$ cat src/logic/mpmc_pkg.sv
package mpmc_pkg;

	// ==================================================
	// sizes
	// ==================================================

	localparam int NUM_CHANNELS = 4;
	localparam int CH_IDX_W = 2;

	// request fifo entries, also the credits each client starts with
	localparam int FIFO_DEPTH = 4;
	localparam int FIFO_PTR_W = $clog2(FIFO_DEPTH);

	localparam int DATA_W = 256;
	localparam int MASK_W = 32;
	localparam int unsigned STRIP_BYTES = 32;

	localparam int BYTE_ADDR_W = 32;
	localparam int APP_ADDR_W = 30;
	localparam int BLEN_W = 2;
	localparam int APP_CMD_W = 3;

	// app_cmd codes of the memory core
	localparam logic [APP_CMD_W-1:0] CMD_WRITE = 3'd0;
	localparam logic [APP_CMD_W-1:0] CMD_READ = 3'd1;

	// ==================================================
	// types
	// ==================================================

	typedef logic [BYTE_ADDR_W-1:0] byte_addr_t;
	typedef logic [APP_ADDR_W-1:0] app_addr_t;
	typedef logic [DATA_W-1:0] strip_t;
	typedef logic [MASK_W-1:0] lane_sel_t;
	// beats minus one
	typedef logic [BLEN_W-1:0] blen_t;
	typedef logic [CH_IDX_W-1:0] ch_idx_t;
	typedef logic [APP_CMD_W-1:0] app_cmd_t;

	// one client request, valid for a single cycle
	typedef struct packed {
		logic valid;
		logic we;
		blen_t blen;
		byte_addr_t adr;
		lane_sel_t sel;
		strip_t data;
	} ch_req_t;

	// one response beat, ack lasts one cycle
	typedef struct packed {
		logic ack;
		byte_addr_t adr;
		strip_t data;
	} ch_resp_t;

	// request plus the channel it came from
	typedef struct packed {
		ch_req_t req;
		ch_idx_t ch;
	} fifo_entry_t;

	typedef enum logic [2:0] {
		IDLE,
		ISSUE_WRITE,
		ISSUE_READ,
		WAIT_READ,
		DONE
	} mc_state_t;

endpackage
$ cat src/logic/mpmc_resp_router.sv
module mpmc_resp_router (
	input logic mem_ui_clk,
	input logic irst,
	input mpmc_pkg::fifo_entry_t cur,
	input mpmc_pkg::byte_addr_t beat_adr,
	input logic wr_done,
	input logic app_rd_data_valid,
	input mpmc_pkg::strip_t app_rd_data,
	output mpmc_pkg::ch_resp_t [mpmc_pkg::NUM_CHANNELS-1:0] ch_resp
);

	logic ack_q;
	mpmc_pkg::ch_idx_t ch_q;
	mpmc_pkg::byte_addr_t adr_q;
	mpmc_pkg::strip_t data_q;

	always_ff @(posedge mem_ui_clk) begin
		if (irst)
			ack_q <= 1'b0;
		else
			ack_q <= app_rd_data_valid | wr_done;
	end

	// read beat or write completion, never both in one cycle
	always_ff @(posedge mem_ui_clk) begin
		if (app_rd_data_valid) begin
			data_q <= app_rd_data;
			adr_q <= beat_adr;
			ch_q <= cur.ch;
		end else if (wr_done) begin
			data_q <= '0;
			adr_q <= cur.req.adr;
			ch_q <= cur.ch;
		end
	end

	// payload is shared, only the served channel sees ack
	always_comb begin
		for (int i = 0; i < mpmc_pkg::NUM_CHANNELS; i++) begin
			ch_resp[i].ack = ack_q && (ch_q == mpmc_pkg::ch_idx_t'(i));
			ch_resp[i].adr = adr_q;
			ch_resp[i].data = data_q;
		end
	end

endmodule

$ cat config.mk
export PLATFORM = sky130hd
export DESIGN_NAME = mpmc_resp_router
export DESIGN_NICKNAME = d
export VERILOG_FILES = /design/src/logic/mpmc_pkg.sv /design/src/logic/mpmc_resp_router.sv
export SDC_FILE = /design/constraint.sdc
export NUM_CORES = 1
export LEC_CHECK = 0
export ABC_AREA = 1
export BUFFER_PORTS_ARGS = -buffer_cell sky130_fd_sc_hd__buf_2
export CAP_MARGIN = 10
export CORE_AREA = 2 2 696 698
export DETAILED_ROUTE_END_ITERATION = 8
export DIE_AREA = 0 0 698 700
export HOLD_SLACK_MARGIN = 0.02
export PLACE_DENSITY = 0.3
export SKIP_CTS_REPAIR_TIMING = 1
export SLEW_MARGIN = 20
export SYNTH_ARGS = -nofsm -noshare
export SYNTH_HDL_FRONTEND = slang
export SYNTH_SLANG_ARGS = --single-unit
$ cat constraint.sdc
create_clock -name mem_ui_clk -period 6.2 [get_ports mem_ui_clk]
set_input_delay 0.31 -clock mem_ui_clk [delete_from_list [all_inputs] [get_ports mem_ui_clk]]
set_output_delay 0.31 -clock mem_ui_clk [all_outputs]
set_load 0.01 [all_outputs]
==> results.ini, run 1 <==
[placement]
io_buffers = 1481
preCtsSetupSlack_ns = 3.09
finalWeightedCongestion = 0.760
dp_hpwl_um = 180000

[setup_path]
cp-start-kind = flop
end_kind = output port
worstPathMaxFanout = 3
required_ns = 5.89
critPathArrivalTime_ns = 2.25
critPathSlowestCell = edfxtp_1
slowest_delay_ns = 0.97
crit_type = reg -> out
critical_path.cell_chain = buf_4, buf_2
crit_start = data_q[208]

[synthesis]
syn_nets = 2428
ys_warn_count = 0
syn_area_per_cell_sq_um = 9.82
yosysUniqueCellTypes = 8
ys_seq_area_frac = 0.491
syn_area_sq_um = 17800
syn-instance-count = 1810
synth_seq_cells = 291

[power]
power.density_nw_per_um2 = 246
leakagePower_nw = 14.3
irDropWorstVdd_uv = 245
power_w = 0.00771

[route]
postRouteWirelength_um = 200000
first_pass_iters = 7
viasPerCell = 1.61
wl_per_cell_um = 21.7
drt_iter0_drc = 1057
drc = 0
drt.antenna.violating_nets = 0
vias = 14900

[clock_network]
cts_buffer_depth = 3
clock_sinks = 291
numCtsBuffers = 45
h-tree-depth = 2
cts_root_buffer = clkbuf_16
cts_tree = done
clk_pin_slew_ns = 0.05

[min_path]
hp-start = app_rd_data_valid
hp-class = in -> reg

[grt]
first_global_vias = 12600
grt_max_degree = 78
antenna_found_initial = 47
globalRouteOverflowTotal = 0
grt_use_total = 0.0779
grt_pass1_wl_um = 225000

[floorplan]
fp.dieW_um = 698
rows = 255
core_sq_um = 481000
fp.dieH_um = 700
dieArea_sq_um = 489000
start_util = 0.0370
boundaryPins = 1774

[layout]
syn_to_final_growth_pct = 76.0
layout-drive-gt1-share = 0.556
final_cell_mix = buf_2, nand2_1, dlygate4sd3_1
final_common_cell = buf_2
layout.nets = 3388

[timing]
relSlewSlack = 0.293
setup-tns-final_ns = 0
maxSlewViolCount = 0
fin_crit_ns = 2.56
hold_violations = 0
holdWs_ns = 0.0819
max_freq_mhz = 390
setup_viol = 0
rsz0062_at_grt = no
fin_ws_ns = 3.64
period_share = 0.414
worst_pin_slew_ns = 1.06

[run_status]
run_status = finished, final reports clean

[job]
max-cap-violations = 0

[Yosys cell counts]
cell type,instances,area (sq um)
buf_4,884,6640
nand2_1,354,1330
edfxtp_1,290,8710
inv_1,260,976
buf_2,13,65.1
nor2_1,6,22.5
buf_6,2,22.5
dfxtp_1,1,20.0
[flip-flops by register name, summed over array words and instances, names as in the netlist]
name and count:
data_q 256, adr_q 32, ack_q 1, ch_q 2
[metal layers]
layer | up-vias | track usage | routed length, um
li1 | 6571 | - | -
met1 | 7142 | 0.0880 | 79100
met2 | 991 | 0.132 | 96400
met3 | 134 | 0.0367 | 19800
met4 | 12 | 0.0179 | 4900
met5 | - | 0.00196 | 203
[area by class of cell]
type | count | area [sq um]
Timing Repair Buffer | 1812 | 10700
Fill cell | 57000 | 450000
Tap cell | 6425 | 8040
Clock buffer | 58 | 1230
Sequential cell | 291 | 8730
Clock inverter | 22 | 188
Antenna cell | 22 | 55.1
Inverter | 260 | 980
Multi-Input combinational cell | 360 | 1350
[worst paths after layout]
check                       to  slack, ns  depth (start not counted)
hold / removal     data_q[240]       0.08                          3
setup / recovery  ch_resp[497]       3.64                          2
[worst max-delay path: cells and delay by family, from the launching register on]
kind     cells  cell delay (ns)
flops        1             0.97
buf+inv      2             0.53
[logic make-up (layout without fill, tap and decap cells)]
logic type,count (synthesis),in the layout,synth area share
and+or+nand+nor,360,360,0.0760
buffers and inverters,1159,2152,0.433
DFF,291,291,0.491
other,0,22,0
[report_power, final]
group | total (W) | leakage [nW] | switching, W | internal (W)
Combinational | 0.00198 | 10.6 | 0.00128 | 0.000700
Sequential | 0.00307 | 3.07 | 0.000686 | 0.00239
Clock | 0.00266 | 0.687 | 0.00118 | 0.00147
Total | 0.00771 | 14.3 | 0.00315 | 0.00456
[per-stage QoR]
stage	instance area, sq um	std cells	util
floorplan	17800	1810	-
global placement	26600	8831	0.0554
detailed placement	26700	8832	0.0554
CTS	28100	8912	0.0583
global route	31200	9234	0.0649
finish	31300	9250	0.0650
(Power assumes the default switching activity.)
==> run 2: changes to the inputs <==
==> constraint.sdc (replaced) <==
create_clock -name mem_ui_clk -period 2.3 [get_ports mem_ui_clk]
set_input_delay 0.115 -clock mem_ui_clk [delete_from_list [all_inputs] [get_ports mem_ui_clk]]
set_output_delay 0.115 -clock mem_ui_clk [all_outputs]
set_load 0.01 [all_outputs]
==> run 2 against run 1 <==
Via count grew 3.1%; flip-flop and latch count is the same; largest cell class unchanged; count of clock-buffer cells in the layout grew 1; clock power grew to 2.6 times the previous value; first-iteration DRC count shrank 16%; global-route usage grew 0.25 points; power grew to 2.7 times the previous value; design area grew 1.7%; die area is the same; routed wire length grew 3.3%; combinational power grew to 3.1 times the previous value.
==> results.ini, run 2 (synthesized netlist as in run 1, its figures left out) <==
[grt]
grt_pass1_wl_um = 232000  ; was 225000 um
antenna_found_initial = 64  ; was 47
grt_max_degree = 78  ; unchanged
first_global_vias = 12600  ; about the same
globalRouteOverflowTotal = 0  ; unchanged
grt_use_total = 0.0803  ; was 0.0779

[route]
drc = 0  ; unchanged
wl_per_cell_um = 22.2  ; was 21.7 um
viasPerCell = 1.64  ; was 1.61
drt_iter0_drc = 884  ; was 1057
postRouteWirelength_um = 207000  ; was 200000 um
drt.antenna.violating_nets = 0  ; unchanged
vias = 15300  ; was 14900
first_pass_iters = 4  ; was 7

[clock_network]
h-tree-depth = 2  ; unchanged
clk_pin_slew_ns = 0.06  ; was 0.05 ns
cts_buffer_depth = 3  ; unchanged
numCtsBuffers = 44  ; was 45
cts_root_buffer = clkbuf_16  ; unchanged
clock_sinks = 291  ; unchanged
cts_tree = done  ; unchanged

[placement]
finalWeightedCongestion = 0.752  ; was 0.760
placed_cells = 8872  ; was 8832
io_buffers = 1481  ; unchanged
dp_hpwl_um = 188000  ; was 180000 um

[timing]
max_freq_mhz = 479
worst_pin_slew_ns = 1.03  ; was 1.06 ns
period_share = 0.908
relSlewSlack = 0.309  ; was 0.293
fin_crit_ns = 2.09
rsz0062_at_grt = no  ; unchanged
maxSlewViolCount = 0  ; unchanged
hold_violations = 0  ; unchanged
setup_viol = 0  ; unchanged
setup-tns-final_ns = 0  ; unchanged

[layout]
fin_cells = 9314  ; was 9250
largest_reg_flops = 256  ; unchanged
syn_to_final_growth_pct = 79.0  ; was 76.0%
largest_registers = data_q x256, adr_q x32, ch_q x2  ; unchanged
layout-drive-gt1-share = 0.559  ; was 0.556
fill_cells = 56900  ; was 57000
layout.nets = 3445  ; was 3388
final_cell_mix = buf_2, nand2_1, dlygate4sd3_1  ; unchanged
final_common_cell = buf_2  ; unchanged
regMostFlops = data_q  ; unchanged

[min_path]
min_path_cells = 4  ; was 3
hp-class = in -> reg  ; unchanged
min_to = data_q[1]  ; was data_q[240]
hp-start = app_rd_data_valid  ; unchanged

[setup_path]
cpLargestDelayFamily = flip-flops  ; unchanged
critPathArrivalTime_ns = 1.97  ; was 2.25 ns
cp-start-kind = flop  ; unchanged
worstSetupPathDepth = 1  ; was 2
cp.buffers_inverters = 1  ; was 2
worstPathMaxFanout = 4  ; was 3
slowest_delay_ns = 0.97  ; about the same
end_kind = output port  ; unchanged
critPathSlowestCell = edfxtp_1  ; unchanged
crit_type = reg -> out  ; unchanged
crit_start = data_q[114]  ; was data_q[208]
required_ns = 2.18  ; was 5.89 ns
critical_path.cell_chain = buf_2  ; was buf_4, buf_2

[floorplan]
start_util = 0.0370  ; unchanged
core_sq_um = 481000  ; unchanged
fp.dieH_um = 700  ; unchanged
rows = 255  ; unchanged
boundaryPins = 1774  ; unchanged
dieArea_sq_um = 489000  ; unchanged
fp.dieW_um = 698  ; unchanged

[power]
power_w = 0.0206  ; was 0.00771 W
combPwrFrac = 0.294  ; was 0.256
clockPowerShare = 0.330  ; was 0.345
irDropWorstVdd_uv = 500  ; was 245 uV
leakagePower_nw = 14.6  ; was 14.3 nW
power.density_nw_per_um2 = 647  ; was 246 nW/um^2
p_switching_w = 0.00840  ; was 0.00315 W
power_frac_seq = 0.376  ; was 0.399
power.internal_w = 0.0122  ; was 0.00456 W
switching_share = 0.408  ; about the same

[run_status]
run_status = finished, final reports clean  ; unchanged

[job]
max-cap-violations = 0  ; unchanged

==> run 2: worst max path at each step <==
| stage | slack, ns | endpoint |
|---|---|---|
| 2_1_floorplan | -2.76 | adr_q[0] |
| 3_3_place_gp | 0.46 | adr_q[6] |
| 3_5_place_dp | 0.44 | adr_q[11] |
| 4_1_cts | -0.04 | ch_resp[883] |
| 5_1_grt | 0.03 | ch_resp[883] |
| 6_report | 0.21 | ch_resp[692] |
==> run 2: through the flow <==
stage	instance area (sq um)	setup slack (ns)	utilization	hold slack (ns)
final	31800	0.212	0.0661	0.111
after global routing	31800	0.0270	0.0660	0.0722
after CTS	28400	-0.0382	0.0590	-0.528
after detailed placement	27100	0.442	0.0562	0.277
after global placement	27100	0.455	0.0562	0.279
after floorplan	17800	-2.76	-	0.187
==> run 2: power groups by stage <==
stage	combinational, W	sequential, W	clock [W]
floorplan	0.00307	0.00722	0
global placement	0.00597	0.00793	0
detailed placement	0.00593	0.00794	0
CTS	0.00594	0.00784	0.00739
global route	0.00655	0.00782	0.00745
finish	0.00606	0.00774	0.00679
==> run 2: area by class of cell <==
cell class	instances	area, sq um	share of cell area
multi-input combinational	360	1360	0.0427
sequential	291	8730	0.274
tap	6425	8040	0.253
inverter	260	980	0.0308
clock inverter	19	151	0.00476
antenna	30	75.1	0.00236
timing repair buffer	1870	11300	0.355
clock buffer	59	1200	0.0377
==> run 2: worst min-delay path, stage by stage <==
cell     delay [ns]
buf_8          0.16
buf_4          0.22
nand2_1        0.06
inv_1          0.03
==> run 2: routing by layer <==
metal	global-route usage	wire (um)
met1	0.0879	78900
met2	0.137	99600
met3	0.0428	23500
met4	0.0171	4810
met5	0	120
==> run 3: changes to the inputs <==
--- a/config.mk
+++ b/config.mk
@@ -8,9 +8,9 @@
 export ABC_AREA = 1
 export BUFFER_PORTS_ARGS = -buffer_cell sky130_fd_sc_hd__buf_2
 export CAP_MARGIN = 10
-export CORE_AREA = 2 2 696 698
+export CORE_AREA = 2 2 691 693
 export DETAILED_ROUTE_END_ITERATION = 8
-export DIE_AREA = 0 0 698 700
+export DIE_AREA = 0 0 693 695
 export HOLD_SLACK_MARGIN = 0.02
 export PLACE_DENSITY = 0.3
 export SKIP_CTS_REPAIR_TIMING = 1
==> constraint.sdc (replaced) <==
create_clock -name mem_ui_clk -period 2.6 [get_ports mem_ui_clk]
set_input_delay 0.13 -clock mem_ui_clk [delete_from_list [all_inputs] [get_ports mem_ui_clk]]
set_output_delay 0.13 -clock mem_ui_clk [all_outputs]
set_load 0.01 [all_outputs]
==> run 3 against run 2 <==
Sequential power decreased by 8.8%; non-clock buffer count down 26; die area decreased by 1.4%; sequential share of layout area grew 0.28 points; count of clock-buffer cells in the layout fell by 3; power decreased by 9.3%; critical path depth stayed put; combinational power shrank 19%; clock power down 1%; worst hold slack got worse by 0.080 ns; critical path type unchanged; largest cell class unchanged; highest routed layer unchanged.
==> results.ini, run 3 (synthesized netlist as in run 1, its figures left out) <==
[route]
viasPerCell = 1.66  ; was 1.64
vias = 15100  ; was 15300
postRouteWirelength_um = 194000  ; was 207000 um
drt_iter0_drc = 958  ; was 884
drt.antenna.violating_nets = 0  ; unchanged
first_pass_iters = 5  ; was 4
drc = 0  ; unchanged
wl_per_cell_um = 21.4  ; was 22.2 um

[timing]
setup_viol = 0  ; unchanged
fin_crit_ns = 2.35
maxSlewViolCount = 0  ; unchanged
setup-tns-final_ns = 0  ; unchanged
max_freq_mhz = 426
hold_violations = 0  ; unchanged
holdWs_ns = 0.0302  ; was 0.111 ns
rsz0062_at_grt = no  ; unchanged
period_share = 0.903
worst_pin_slew_ns = 0.903  ; was 1.03 ns
relSlewSlack = 0.398  ; was 0.309

[layout]
largest_registers = data_q x256, adr_q x32, ch_q x2  ; unchanged
final_cell_mix = buf_2, nand2_1, dlygate4sd3_1  ; unchanged
multiInputGateArea_sq_um = 1360  ; unchanged
layout-drive-gt1-share = 0.558  ; was 0.559
fin_cells = 9098  ; was 9314
fill_cells = 55900  ; was 56900
largest_reg_flops = 256  ; unchanged
regMostFlops = data_q  ; unchanged
final_common_cell = buf_2  ; unchanged
syn_to_final_growth_pct = 77.2  ; was 79.0%
regArea_sq_um = 8730  ; unchanged
layout.nets = 3421  ; was 3445
final_cell_area_sq_um = 31500  ; was 31800 sq um

[clock_network]
clk_pin_slew_ns = 0.06  ; about the same
cts_root_buffer = clkbuf_16  ; unchanged
numCtsBuffers = 46  ; was 44
clock_sinks = 291  ; unchanged
cts_buffer_depth = 3  ; unchanged
cts_tree = done  ; unchanged
h-tree-depth = 2  ; unchanged

[grt]
first_global_vias = 12400  ; was 12600
grt_use_total = 0.0761  ; was 0.0803
grt_max_degree = 83  ; was 78
grt_pass1_wl_um = 217000  ; was 232000 um
antenna_found_initial = 61  ; was 64
globalRouteOverflowTotal = 0  ; unchanged

[setup_path]
critPathArrivalTime_ns = 2.22  ; was 1.97 ns
crit_end = ch_resp[888]  ; was ch_resp[692]
worstPathMaxFanout = 4  ; unchanged
required_ns = 2.47  ; was 2.18 ns
cp-start-kind = flop  ; unchanged
critPathSlowestCell = edfxtp_1  ; unchanged
critical_path.cell_chain = buf_2  ; unchanged
crit_type = reg -> out  ; unchanged
end_kind = output port  ; unchanged
slowest_delay_ns = 0.87  ; was 0.97 ns
cp.buffers_inverters = 1  ; unchanged
crit_start = data_q[21]  ; was data_q[114]
worstSetupPathDepth = 1  ; unchanged
cpLargestDelayFamily = flip-flops  ; unchanged

[floorplan]
dieArea_sq_um = 482000  ; was 489000 sq um
fp.dieH_um = 695  ; was 700 um
fp.dieW_um = 693  ; was 698 um
boundaryPins = 1774  ; unchanged
rows = 253  ; was 255
core_sq_um = 474000  ; was 481000 sq um
start_util = 0.0375  ; was 0.0370

[power]
power_w = 0.0187  ; was 0.0206 W
power.density_nw_per_um2 = 593  ; was 647 nW/um^2
irDropWorstVdd_uv = 456  ; was 500 uV
leakagePower_nw = 14.5  ; was 14.6 nW

[run_status]
run_status = finished, final reports clean  ; unchanged

[job]
max-cap-violations = 0  ; unchanged

[placement]
placed_area_sq_um = 26600  ; was 27100 sq um
io_buffers = 1481  ; unchanged
placed_cells = 8670  ; was 8872
dp_hpwl_um = 175000  ; was 188000 um
finalWeightedCongestion = 0.736  ; was 0.752

[min_path]
hp-class = in -> reg  ; unchanged

## run 3: cell count changes in the layout (fill, tap and decap cells not counted), moves of 2 or more
cell,before,now
buf_4,46,23
clkinv_4,3,1
diode_2,30,18
clkinv_1,4,2
clkbuf_1,13,9
dlygate4sd3_1,334,332
inv_6,3,5
bufinv_16,1,6
## run 3: power breakdown
part           internal, W  switching, W  leakage (nW)  total [W]
Clock              0.00389       0.00282         0.728    0.00671
Combinational      0.00172       0.00320          10.7    0.00491
Sequential         0.00570       0.00137          3.07    0.00706
Total               0.0113       0.00738          14.5     0.0187
## run 3: through the flow
stage / util / worst slack, ns
finish: 0.0665 / 0.252
global route: 0.0664 / 0.255
CTS: 0.0594 / 0.208
detailed placement: 0.0562 / 0.866
global placement: 0.0562 / 0.879
floorplan: - / -2.47
## run 3: area by class of cell
type / count / area share
antenna: 18 / 0.00143
multi-input combinational: 360 / 0.0431
inverter: 260 / 0.0311
clock inverter: 22 / 0.00906
sequential: 291 / 0.277
clock buffer: 56 / 0.0384
timing repair buffer: 1844 / 0.352
tap: 6247 / 0.248
## run 3: worst min-delay path by stage
stage                                  from  slack [ns]  depth (start not counted)           to
after CTS                              irst       -0.49                          2        ack_q
after global routing      app_rd_data_valid        0.06                          4  data_q[250]
final                              cur[290]        0.03                          3     adr_q[0]
after floorplan                        irst        0.20                          1        ack_q
after detailed placement             cur[0]        0.31                          1      ch_q[0]
after global placement                 irst        0.30                          2        ack_q
## run 3: layer usage
metal / track usage / vias to the layer above / share of wire
li1: - / 6633 / -
met3: 0.0426 / 149 / 0.12
met4: 0.0167 / 14 / 0.024
met5: 0 / - / 0.00042
met1: 0.0861 / 7225 / 0.39
met2: 0.124 / 1040 / 0.47
